## config.mk

```make
export PLATFORM = sky130hd
export DESIGN_NAME = cpuDmaTop
export DESIGN_NICKNAME = d
export VERILOG_FILES = /design/src/hw/cpuDmaPkg.sv /design/src/hw/ackDecode.sv /design/src/hw/transferDecode.sv /design/src/hw/busCycleSequencer.sv /design/src/hw/dataLaneSteer.sv /design/src/hw/cpuDmaTop.sv
export VERILOG_INCLUDE_DIRS = /design/src /design/src/include
export SDC_FILE = /design/constraint.sdc
export NUM_CORES = 1
export LEC_CHECK = 0
export BUFFER_PORTS_ARGS = -buffer_cell sky130_fd_sc_hd__buf_4
export CORE_MARGIN = 8
export CORE_UTILIZATION = 46
export DETAILED_ROUTE_END_ITERATION = 8
export HOLD_SLACK_MARGIN = 0.12
export PLACE_DENSITY_LB_ADDON = 0.12
export SETUP_SLACK_MARGIN = 0.2
export SYNTH_ARGS = -nofsm -noshare
export SYNTH_HDL_FRONTEND = slang
export SYNTH_SLANG_ARGS = --single-unit
```

## constraint.sdc

```tcl
create_clock -name CLK -period 1.28 [get_ports CLK]
set_input_delay 0.064 -clock CLK [delete_from_list [all_inputs] [get_ports CLK]]
set_output_delay 0.064 -clock CLK [all_outputs]
set_load 0.05 [all_outputs]
```

## src/include/cpuDma_params.svh

```systemverilog
// CPU DMA sequencer constants for acknowledge encodings and field widths
`ifndef CPU_DMA_PARAMS_SVH
`define CPU_DMA_PARAMS_SVH

// {nDSACK1, nDSACK0} as seen on the pins
`define CPU_DMA_ACK_LONG 2'b00
`define CPU_DMA_ACK_WORD 2'b01
`define CPU_DMA_ACK_NONE 2'b11

`define CPU_DMA_PHASE_WIDTH 3
`define CPU_DMA_KIND_WIDTH 2
`define CPU_DMA_TERM_WIDTH 2

`endif

```

## src/hw/cpuDmaPkg.sv

```systemverilog
// CPU DMA shared types for transfer direction, bus termination and sequencer phase
`default_nettype none

`include "cpuDma_params.svh"

package cpuDmaPkg;

    typedef enum logic [`CPU_DMA_KIND_WIDTH-1:0] {
        none,
        fifoToCpu,                           // FIFO to memory
        cpuToFifo                            // Memory to FIFO
    } xferKind_t;

    typedef enum logic [`CPU_DMA_TERM_WIDTH-1:0] {
        termWait,
        termLong,                            // 32-bit DSACK
        termWord,                            // 16-bit DSACK
        termSync                             // STERM
    } termKind_t;

    typedef enum logic [`CPU_DMA_PHASE_WIDTH-1:0] {
        phaseIdle,
        phaseRequest,
        phaseGranted,
        phaseData,
        phaseRelease
    } busPhase_t;

endpackage

`default_nettype wire

```

## src/hw/ackDecode.sv

```systemverilog
// Bus termination decode registering DSACK and STERM and classifying the result
`timescale 1ns/100ps
`default_nettype none

`include "cpuDma_params.svh"

module ackDecode import cpuDmaPkg::*; (
    input  logic      CLK,
    input  logic      nRESET,
    input  logic      nDSACK0,
    input  logic      nDSACK1,
    input  logic      nSTERM,
    output termKind_t term
);

    logic [1:0] dsackQ;                      // {nDSACK1, nDSACK0}
    logic       stermQ;

    always_ff @(posedge CLK or negedge nRESET) begin
        if (!nRESET) begin
            dsackQ <= `CPU_DMA_ACK_NONE;
            stermQ <= 1'b1;
        end else begin
            dsackQ <= {nDSACK1, nDSACK0};
            stermQ <= nSTERM;
        end
    end

    always_comb begin
        if (!stermQ) begin
            term = termSync;                 // STERM wins
        end else begin
            case (dsackQ)
                `CPU_DMA_ACK_LONG: term = termLong;
                `CPU_DMA_ACK_WORD: term = termWord;
                default:           term = termWait;
            endcase
        end
    end

endmodule

`default_nettype wire

```

## src/hw/transferDecode.sv

```systemverilog
// Transfer request decode holding a pending longword request and the flush stop level
`timescale 1ns/100ps
`default_nettype none

module transferDecode import cpuDmaPkg::*; (
    input  logic      CLK,
    input  logic      nRESET,
    input  logic      DMAENA,
    input  logic      DMADIR,
    input  logic      DREQ,
    input  logic      FIFOEMPTY,
    input  logic      FIFOFULL,
    input  logic      FLUSHFIFO,
    input  logic      LASTWORD,
    input  logic      xferTaken,
    output logic      xferReq,
    output logic      STOPFLUSH,
    output xferKind_t xferKind
);

    logic startToCpu;
    logic startToFifo;
    logic flushEnd;

    // Full FIFO, or a flush with data left
    assign startToCpu  = DMAENA & DMADIR & (FIFOFULL | (FLUSHFIFO & ~FIFOEMPTY));
    assign startToFifo = DMAENA & ~DMADIR & DREQ & ~FIFOFULL; // Room for one more longword
    assign flushEnd    = DMAENA & DMADIR & FLUSHFIFO & FIFOEMPTY & LASTWORD;

    always_ff @(posedge CLK or negedge nRESET) begin
        if (!nRESET) begin
            xferReq   <= 1'b0;
            xferKind  <= none;
            STOPFLUSH <= 1'b0;
        end else begin
            STOPFLUSH <= flushEnd;
            if (xferTaken) begin
                xferReq <= 1'b0;
            end else if (!xferReq && (startToCpu || startToFifo)) begin
                xferReq  <= 1'b1;
                xferKind <= startToCpu ? fifoToCpu : cpuToFifo; // Frozen while pending
            end
        end
    end

endmodule

`default_nettype wire

```

## src/hw/busCycleSequencer.sv

```systemverilog
// Bus cycle FSM for arbitration, strobes and 16-bit half-cycle sequencing
`timescale 1ns/100ps
`default_nettype none

`include "cpuDma_params.svh"

module busCycleSequencer import cpuDmaPkg::*; (
    input  logic      CLK,
    input  logic      nRESET,
    input  logic      xferReq,
    input  logic      BGRANT,
    input  xferKind_t xferKind,
    input  termKind_t term,
    output logic      xferTaken,
    output logic      BREQ,
    output logic      BGACK,
    output logic      PAS,
    output logic      PDS,
    output logic      SIZE1,
    output logic      secondHalf,
    output logic      halfDone,
    output logic      cycleDone,
    output termKind_t halfTerm,
    output busPhase_t phase,
    output xferKind_t kind
);

    logic halfGap;                           // Strobes off between halves
    logic termWasWait;
    logic termHit;

    // Only a fresh acknowledge ends a half, a held one from the last half is ignored
    assign termHit = (term != termWait) && termWasWait;

    always_ff @(posedge CLK or negedge nRESET) begin
        if (!nRESET) begin
            phase       <= phaseIdle;
            kind        <= none;
            xferTaken   <= 1'b0;
            BREQ        <= 1'b0;
            BGACK       <= 1'b0;
            PAS         <= 1'b0;
            PDS         <= 1'b0;
            SIZE1       <= 1'b0;
            secondHalf  <= 1'b0;
            halfGap     <= 1'b0;
            halfDone    <= 1'b0;
            cycleDone   <= 1'b0;
            halfTerm    <= termWait;
            termWasWait <= 1'b1;
        end else begin
            xferTaken   <= 1'b0;
            halfDone    <= 1'b0;
            cycleDone   <= 1'b0;
            termWasWait <= (term == termWait);
            case (phase)
                phaseIdle: begin
                    if (xferReq) begin
                        phase     <= phaseRequest;
                        kind      <= xferKind;
                        xferTaken <= 1'b1;
                        BREQ      <= 1'b1;
                    end
                end
                phaseRequest: begin
                    if (BGRANT) begin
                        phase <= phaseGranted;
                        BREQ  <= 1'b0;
                        BGACK <= 1'b1;
                    end
                end
                phaseGranted: begin
                    phase <= phaseData;
                    PAS   <= 1'b1;
                    PDS   <= 1'b1;
                end
                phaseData: begin
                    if (halfGap) begin
                        halfGap    <= 1'b0;
                        secondHalf <= 1'b1;
                        SIZE1      <= 1'b1;
                        PAS        <= 1'b1;
                        PDS        <= 1'b1;
                    end else if (termHit) begin
                        halfDone <= 1'b1;
                        halfTerm <= term;
                        PAS      <= 1'b0;
                        PDS      <= 1'b0;
                        SIZE1    <= 1'b0;
                        if (term == termWord && !secondHalf) begin
                            halfGap <= 1'b1;  // 16-bit port, upper word done
                        end else begin
                            cycleDone <= 1'b1;
                            phase     <= phaseRelease;
                        end
                    end
                end
                phaseRelease: begin
                    phase      <= phaseIdle;
                    BGACK      <= 1'b0;
                    secondHalf <= 1'b0;      // Held until here for the lane pulses
                end
                default: begin
                    phase <= phaseIdle;
                end
            endcase
        end
    end

endmodule

`default_nettype wire

```

## src/hw/dataLaneSteer.sv

```systemverilog
// Data lane steering and FIFO and counter bookkeeping pulses for each bus cycle
`timescale 1ns/100ps
`default_nettype none

module dataLaneSteer import cpuDmaPkg::*; (
    input  logic      CLK,
    input  logic      nRESET,
    input  logic      secondHalf,
    input  logic      halfDone,
    input  logic      cycleDone,
    input  busPhase_t phase,
    input  xferKind_t kind,
    input  termKind_t halfTerm,
    output logic      F2CPUL,
    output logic      F2CPUH,
    output logic      BRIDGEOUT,
    output logic      DIEH,
    output logic      DIEL,
    output logic      BRIDGEIN,
    output logic      PLLW,
    output logic      PLHW,
    output logic      INCFIFO,
    output logic      DECFIFO,
    output logic      INCNO,
    output logic      INCNI
);

    logic toCpu;
    logic toFifo;
    logic isRead;

    assign toCpu  = (phase == phaseData) && (kind == fifoToCpu);
    assign toFifo = (phase == phaseData) && (kind == cpuToFifo);
    assign isRead = (kind == cpuToFifo);

    assign F2CPUL    = toCpu;
    assign F2CPUH    = toCpu & ~secondHalf;
    assign BRIDGEOUT = toCpu & secondHalf;    // Low word onto upper lanes
    assign DIEH      = toFifo & ~secondHalf;
    assign DIEL      = toFifo & ~secondHalf;
    assign BRIDGEIN  = toFifo & secondHalf;   // Upper lanes into low word

    always_ff @(posedge CLK or negedge nRESET) begin
        if (!nRESET) begin
            PLHW    <= 1'b0;
            PLLW    <= 1'b0;
            DECFIFO <= 1'b0;
            INCNO   <= 1'b0;
            INCFIFO <= 1'b0;
            INCNI   <= 1'b0;
        end else begin
            PLHW    <= halfDone & isRead & ~secondHalf;
            // Word port fills only the high half first
            PLLW    <= halfDone & isRead & (secondHalf | (halfTerm != termWord));
            DECFIFO <= cycleDone & (kind == fifoToCpu);
            INCNO   <= cycleDone & (kind == fifoToCpu);
            INCFIFO <= cycleDone & isRead;
            INCNI   <= cycleDone & isRead;
        end
    end

endmodule

`default_nettype wire

```

## src/hw/cpuDmaTop.sv

```systemverilog
// CPU DMA bus sequencer top connecting request decode, bus FSM and lane steering
`timescale 1ns/100ps
`default_nettype none

module cpuDmaTop import cpuDmaPkg::*; (
    input  logic CLK,
    input  logic nRESET,
    input  logic DMAENA,
    input  logic DMADIR,
    input  logic DREQ,
    input  logic FIFOEMPTY,
    input  logic FIFOFULL,
    input  logic FLUSHFIFO,
    input  logic LASTWORD,
    input  logic BGRANT,
    input  logic nDSACK0,
    input  logic nDSACK1,
    input  logic nSTERM,
    output logic BREQ,
    output logic BGACK,
    output logic PAS,
    output logic PDS,
    output logic SIZE1,
    output logic F2CPUL,
    output logic F2CPUH,
    output logic BRIDGEOUT,
    output logic PLLW,
    output logic PLHW,
    output logic DIEH,
    output logic DIEL,
    output logic BRIDGEIN,
    output logic INCFIFO,
    output logic DECFIFO,
    output logic INCNO,
    output logic INCNI,
    output logic STOPFLUSH
);

    logic       xferReq;
    logic       xferTaken;
    xferKind_t  xferKind;
    termKind_t  term;
    termKind_t  halfTerm;
    busPhase_t  phase;
    xferKind_t  kind;
    logic       secondHalf;
    logic       halfDone;
    logic       cycleDone;

    transferDecode uDecode (
        .CLK(CLK), .nRESET(nRESET),
        .DMAENA(DMAENA), .DMADIR(DMADIR), .DREQ(DREQ),
        .FIFOEMPTY(FIFOEMPTY), .FIFOFULL(FIFOFULL),
        .FLUSHFIFO(FLUSHFIFO), .LASTWORD(LASTWORD),
        .xferTaken(xferTaken), .xferReq(xferReq),
        .STOPFLUSH(STOPFLUSH), .xferKind(xferKind)
    );

    ackDecode uAck (
        .CLK(CLK), .nRESET(nRESET),
        .nDSACK0(nDSACK0), .nDSACK1(nDSACK1), .nSTERM(nSTERM),
        .term(term)
    );

    busCycleSequencer uSeq (
        .CLK(CLK), .nRESET(nRESET),
        .xferReq(xferReq), .BGRANT(BGRANT), .xferKind(xferKind), .term(term),
        .xferTaken(xferTaken), .BREQ(BREQ), .BGACK(BGACK),
        .PAS(PAS), .PDS(PDS), .SIZE1(SIZE1),
        .secondHalf(secondHalf), .halfDone(halfDone), .cycleDone(cycleDone),
        .halfTerm(halfTerm), .phase(phase), .kind(kind)
    );

    dataLaneSteer uLanes (
        .CLK(CLK), .nRESET(nRESET),
        .secondHalf(secondHalf), .halfDone(halfDone), .cycleDone(cycleDone),
        .phase(phase), .kind(kind), .halfTerm(halfTerm),
        .F2CPUL(F2CPUL), .F2CPUH(F2CPUH), .BRIDGEOUT(BRIDGEOUT),
        .DIEH(DIEH), .DIEL(DIEL), .BRIDGEIN(BRIDGEIN),
        .PLLW(PLLW), .PLHW(PLHW),
        .INCFIFO(INCFIFO), .DECFIFO(DECFIFO), .INCNO(INCNO), .INCNI(INCNI)
    );

endmodule

`default_nettype wire

```

Word-level counts from Yosys, hierarchy flattened
Cells that the tools add are included.
Cells by class
  reduce and logical (&&, ||, !) cells: 27
  bitwise operators: 26
  equality and inequality tests: 16
  multiplexer cells: 33
Operators with widths (number)
  1-bit two-way mux: 20
  1-bit AND: 18
  3-bit two-way mux: 5
  2-bit != test, second input constant: 7
  2-bit nonzero test: 7
  3-bit one-hot mux with 4 select lines: 1
  2-bit AND reduction: 6
  1-bit one-hot mux with 2 select lines: 4
  3-bit by 2-bit equality test with 1-bit output, second input constant: 2
  1-bit inverter: 6
  3-bit AND reduction: 2
  1-bit logical AND: 5
  5-bit AND reduction: 1
  2-bit by 1-bit equality test with 1-bit output, second input constant: 2
  2-bit equality test, second input constant: 2
  2-bit logical NOT: 2
  2-bit two-way mux: 2
  2-bit one-hot mux with 2 select lines: 1
  3-bit by 1-bit equality test with 1-bit output, second input constant: 1
  3-bit equality test, second input constant: 1
  3-bit logical NOT: 1
  3-bit != test, second input constant: 1
  1-bit logical NOT: 2
  1-bit OR: 2
  1-bit logical OR: 1
Word-level totals
  register bits after elaboration: 28

Logic depth before layout (Yosys ltp)
  depth in word-level cells: 9
  mapped depth: 4
  depth with buffers taken out: 4

Hierarchy
From an unflattened synthesis, not the netlist that was laid out.
Unflattened totals
  cells, all modules: 108
  area, all modules: 1222.4 sq um
Modules (own cells, without submodules)
  busCycleSequencer: cells an instance 61, area an instance 729.4 sq um, instances 1
  dataLaneSteer: cells an instance 23, area an instance 210.2 sq um, instances 1
  transferDecode: cells an instance 18, area an instance 186.4 sq um, instances 1
  ackDecode: cells an instance 6, area an instance 96.3 sq um, instances 1

Least setup slack after synthesis
Ideal clock, no wire load.
  path type: register to output
  from: reg uSeq.phase[2]
  to: out BRIDGEOUT
  data arrival time: 1.900 ns
  required time: 1.216 ns
  stages on the path, launching flop included: 4
  slack: -0.684 ns
  cell sequence: dfrtp_1 -> nand3b_4 -> nor3b_2 -> and2_1
Between the ends
  word-level cells in the longest chain between the ends: 3
Ends and longest elaborated chain
  start: declaration: line busCycleSequencer.sv:24  | output busPhase_t phase,
  start signal: assignment: line busCycleSequencer.sv:37  | phase <= phaseIdle;
  start signal: assignment: line busCycleSequencer.sv:59  | phase <= phaseRequest;
  start signal: assignment: line busCycleSequencer.sv:67  | phase <= phaseGranted;
  3-bit by 2-bit equality test with 1-bit output: line dataLaneSteer.sv:32  | assign toCpu = (phase == phaseData) && (kind == fifoToCpu);
  1-bit logical AND: line dataLaneSteer.sv:32
  via F2CPUL: line cpuDmaTop.sv:24  | output logic F2CPUL,
  1-bit AND: line dataLaneSteer.sv:38  | assign BRIDGEOUT = toCpu & secondHalf;
  end: declaration: line cpuDmaTop.sv:26  | output logic BRIDGEOUT,
The timed path passes the listed nets, and every way through them passes these cells.

Worst setup path after layout
  from: reg uSeq.phase[2]
  to: reg uSeq.halfTerm[0]
Between the ends
  word-level cells in the longest chain between the ends: 2
Ends and longest elaborated chain
  3-bit by 2-bit equality test with 1-bit output: line busCycleSequencer.sv:56  | case (phase)
  3-bit AND reduction (no source line)
  end signal: assignment: line busCycleSequencer.sv:49  | halfTerm <= termWait;
  end signal: assignment: line busCycleSequencer.sv:86  | halfTerm <= term;
  end: declaration: line busCycleSequencer.sv:23  | output termKind_t halfTerm,
Every way passes these cells.
A chain may end at the register's enable or synchronous reset.

==> run metrics <==
met1 Use GR ~16%; Distinct cells, synth 35; Hold Startpoint FIFOFULL; MaxCap Viol Count 0; fillcell total 151; CTS Sinks 28; most common cell after layout, fill and taps aside buf_4; Ys Warns 0; R2R setup slack -0.31 ns; Total GRT Usage 13.4%; Fin. Hold Viols 0; Worst EP required 1.50 ns; clk_skew about 0.0021 ns; CP Launch Point uSeq.phase[2]$_DFFE_PN0P_; busiest grt layer met2; Avg Inst Size Synth approximately 12 sq um; Post-DP HPWL between 1.5 and 2 mm; Layout area overhead 70.4%; CTS tree yes; Slew Limit Fails 0; crit path DAT ~1.8 ns; number of remaining DRC errors 0; fin util 79.4%; Post-synth EDFFs 0; Static Leak 0.988 nW; area share of fa/ha/maj cells after synthesis 0%; Synth Area in Compound Gates 13.8%; simple-gate share of the synthesized area 22.1%; number of H-tree levels 1; number of global-route vias before repair approximately 1,100; CTS clk-pin slew, worst paths about 0.14 ns; post-route clock period utilization 124%; unrepaired setup endpoints after global routing yes; DRT iter0 DRCs 34; setup tns final -3.11 ns; setup ws final -0.306 ns; Tot Pwr a little under 4 mW; Synth Register Bits 28; worst path buffer plus inverter count 4; DR vias/cell just over 5; count of final setup violators 14; Vias 1,060; post-synthesis mux area share under 10%; worst-skew pair later-pin latency 0.32 ns; Die Height slightly below 70 um; Async SR Flop Fraction 100%; CTS Buf Count 3; layout cells sized above 1 approximately three fifths; Post-Syn Area roughly 0.0012 sq mm; initial antenna violation count 0; M2 GR Usage 23.3%; nets 187; clock tree buffer depth 2; FF-to-FF Start uSeq.phase[2]$_DFFE_PN0P_; Core Rows 19; slowest CP cell dfrtp_2; largest stage delay on the critical path about 0.46 ns; initial core utilization between 40% and 50%; CP max FO 4; Cell Pwr Density approximately 1800 mW/mm^2; die area between 0.004 and 0.005 sq mm; CORE AREA 0.00266 sq mm; Placer Congestion between 0.8 and 0.9; critical path's most frequent cell buf_6; number of I/O port buffers 30; per-cell routed wire length approximately 16 um; pin count of the biggest net entering global routing 29; Die W 67.9 um; status finished with violations; worst hold path class in2reg; Tmin final between 1.5 and 2 ns; Setup crit start kind register; Synth top area share just under 50%; post-synthesis sequential area ratio 56.9%; GRT met3 Usage 3.11%; Most used DFF post-synth dfrtp_1; fmax about 630 MHz; drt pass-1 iters 4; critical path capture point type register; syn nets approximately 120; antenna-violating nets left 0; worst slew pin tran around 0.42 ns; largest family of logic cells by synthesized area simple AND/OR/NAND/NOR gates; total gr overflow 0; crit-path leading delay family buffers and inverters; root buffer cell clkbuf_4; IO Pins 31; Worst VDD drop around 1600 uV; Routed WL 3.34 mm; XOR/XNOR Fraction of Synth Area 0%; Yosys top cell by area dfrtp_1; highest-count cells in the layout ignoring fill and taps 42 x buf_4, 19 x dfrtp_1, 11 x dlygate4sd3_1, 10 x buf_6, 6 x buf_8; number of antenna diodes 0; violated checks setup timing; Cell Chain, Critical Path nand3b_4, buf_4, buf_6, buf_6, buf_6, o32ai_4, a2bb2oi_2; first-pass GRT wire length ~4.9 mm; critical path type reg2reg; Slew headroom 72.1%; pre-CTS setup slack -0.0316 ns; top cells by area, synth dfrtp_1 48%, dfstp_2 8.5%, buf_4 3.0%; Synth Instances approximately 110
## stage by stage
step           hold slack [ns]  std cells  instance area [sq um]
4_1_cts                  0.147        196                   1900
5_1_grt                  0.140        204                   2110
2_1_floorplan           -0.232        106                   1290
6_report                 0.102        204                   2110
3_3_place_gp          -0.00178        170                   1570
3_5_place_dp           0.00254        170                   1570
## worst min-delay path: stages
cell and delay (ns):
buf_4 0.11, o2111ai_2 0.13, o21ai_1 0.09
## timing repair
item	in CTS	in global routing
gates resized for setup	25	34
setup buffers	11	8
endpoints found under the hold margin	37	4
pin swaps	16	13
hold buffers	11	2
setup endpoints to repair	21	27
## registers in the layout (all words and copies together), names as in the netlist, 2 cells and up
| register | cells |
|---|---|
| uAck.dsackQ | 2 |
| uSeq.halfTerm | 2 |
| uDecode.xferKind | 2 |
| uSeq.kind | 2 |
| uSeq.phase | 3 |
## area by class of cell
class                           count  area, sq um  share of cell area, %
Timing Repair Buffer               69          628                   29.7
Inverter                            5         18.8                  0.888
Sequential cell                    28          712                   33.7
Clock buffer                        4         36.3                   1.72
Multi-Input combinational cell     67          681                   32.2
Tap cell                           31         38.8                   1.83
## cell families (layout without fill, tap and decap cells)
kind of cell / Yosys count / count (layout)
flip-flops: 28 / 28
AO/OA/AOI/OAI: 23 / 23
buffers and inverters: 11 / 78
multiplexers: 2 / 2
AND/OR/NAND/NOR: 42 / 42
## where the power goes
group / switching [mW] / total, mW / internal (mW)
sequential: 0.218 / 1.31 / 1.09
clock: 0.251 / 0.425 / 0.174
combinational: 1.03 / 2.15 / 1.12
total: 1.50 / 3.89 / 2.39
## Yosys cell counts (2+ instances only)
cell and count:
and3_1 2, nor3_1 2, o21ai_0 2, nor2_1 8, nand2_1 5, mux2_2 2
and2_1 4, a2bb2oi_1 2, nor2b_1 3, nand2b_1 5, a22o_1 4, dfstp_2 4
dfrtp_1 24, nand3_1 3, buf_4 5, nor3b_1 2, and3b_1 2, inv_1 5
a311oi_1 3, a21oi_1 4
## path summary, 6_finish.rpt
check | cells past startpoint | to
max in group asynchronous | 2 | uSeq.termWasWait$_DFF_PN1_
max reg2reg | 7 | uSeq.halfTerm[0]$_DFFE_PN0P_
min in group asynchronous | 2 | uDecode.xferKind[1]$_DFFE_PN0P_
min reg2reg | 1 | uLanes.INCNI$_DFF_PN0_
max | 7 | uSeq.halfTerm[0]$_DFFE_PN0P_
min | 3 | uDecode.xferKind[0]$_DFFE_PN0P_
## layer usage
layer  wire length, um  part of all wire, %
met1              1390                   42
met2              1690                   51
met3               234                  7.0
met4                23                 0.69
met5                 0                    0
Note: power is estimated with default switching activity, not from simulation.
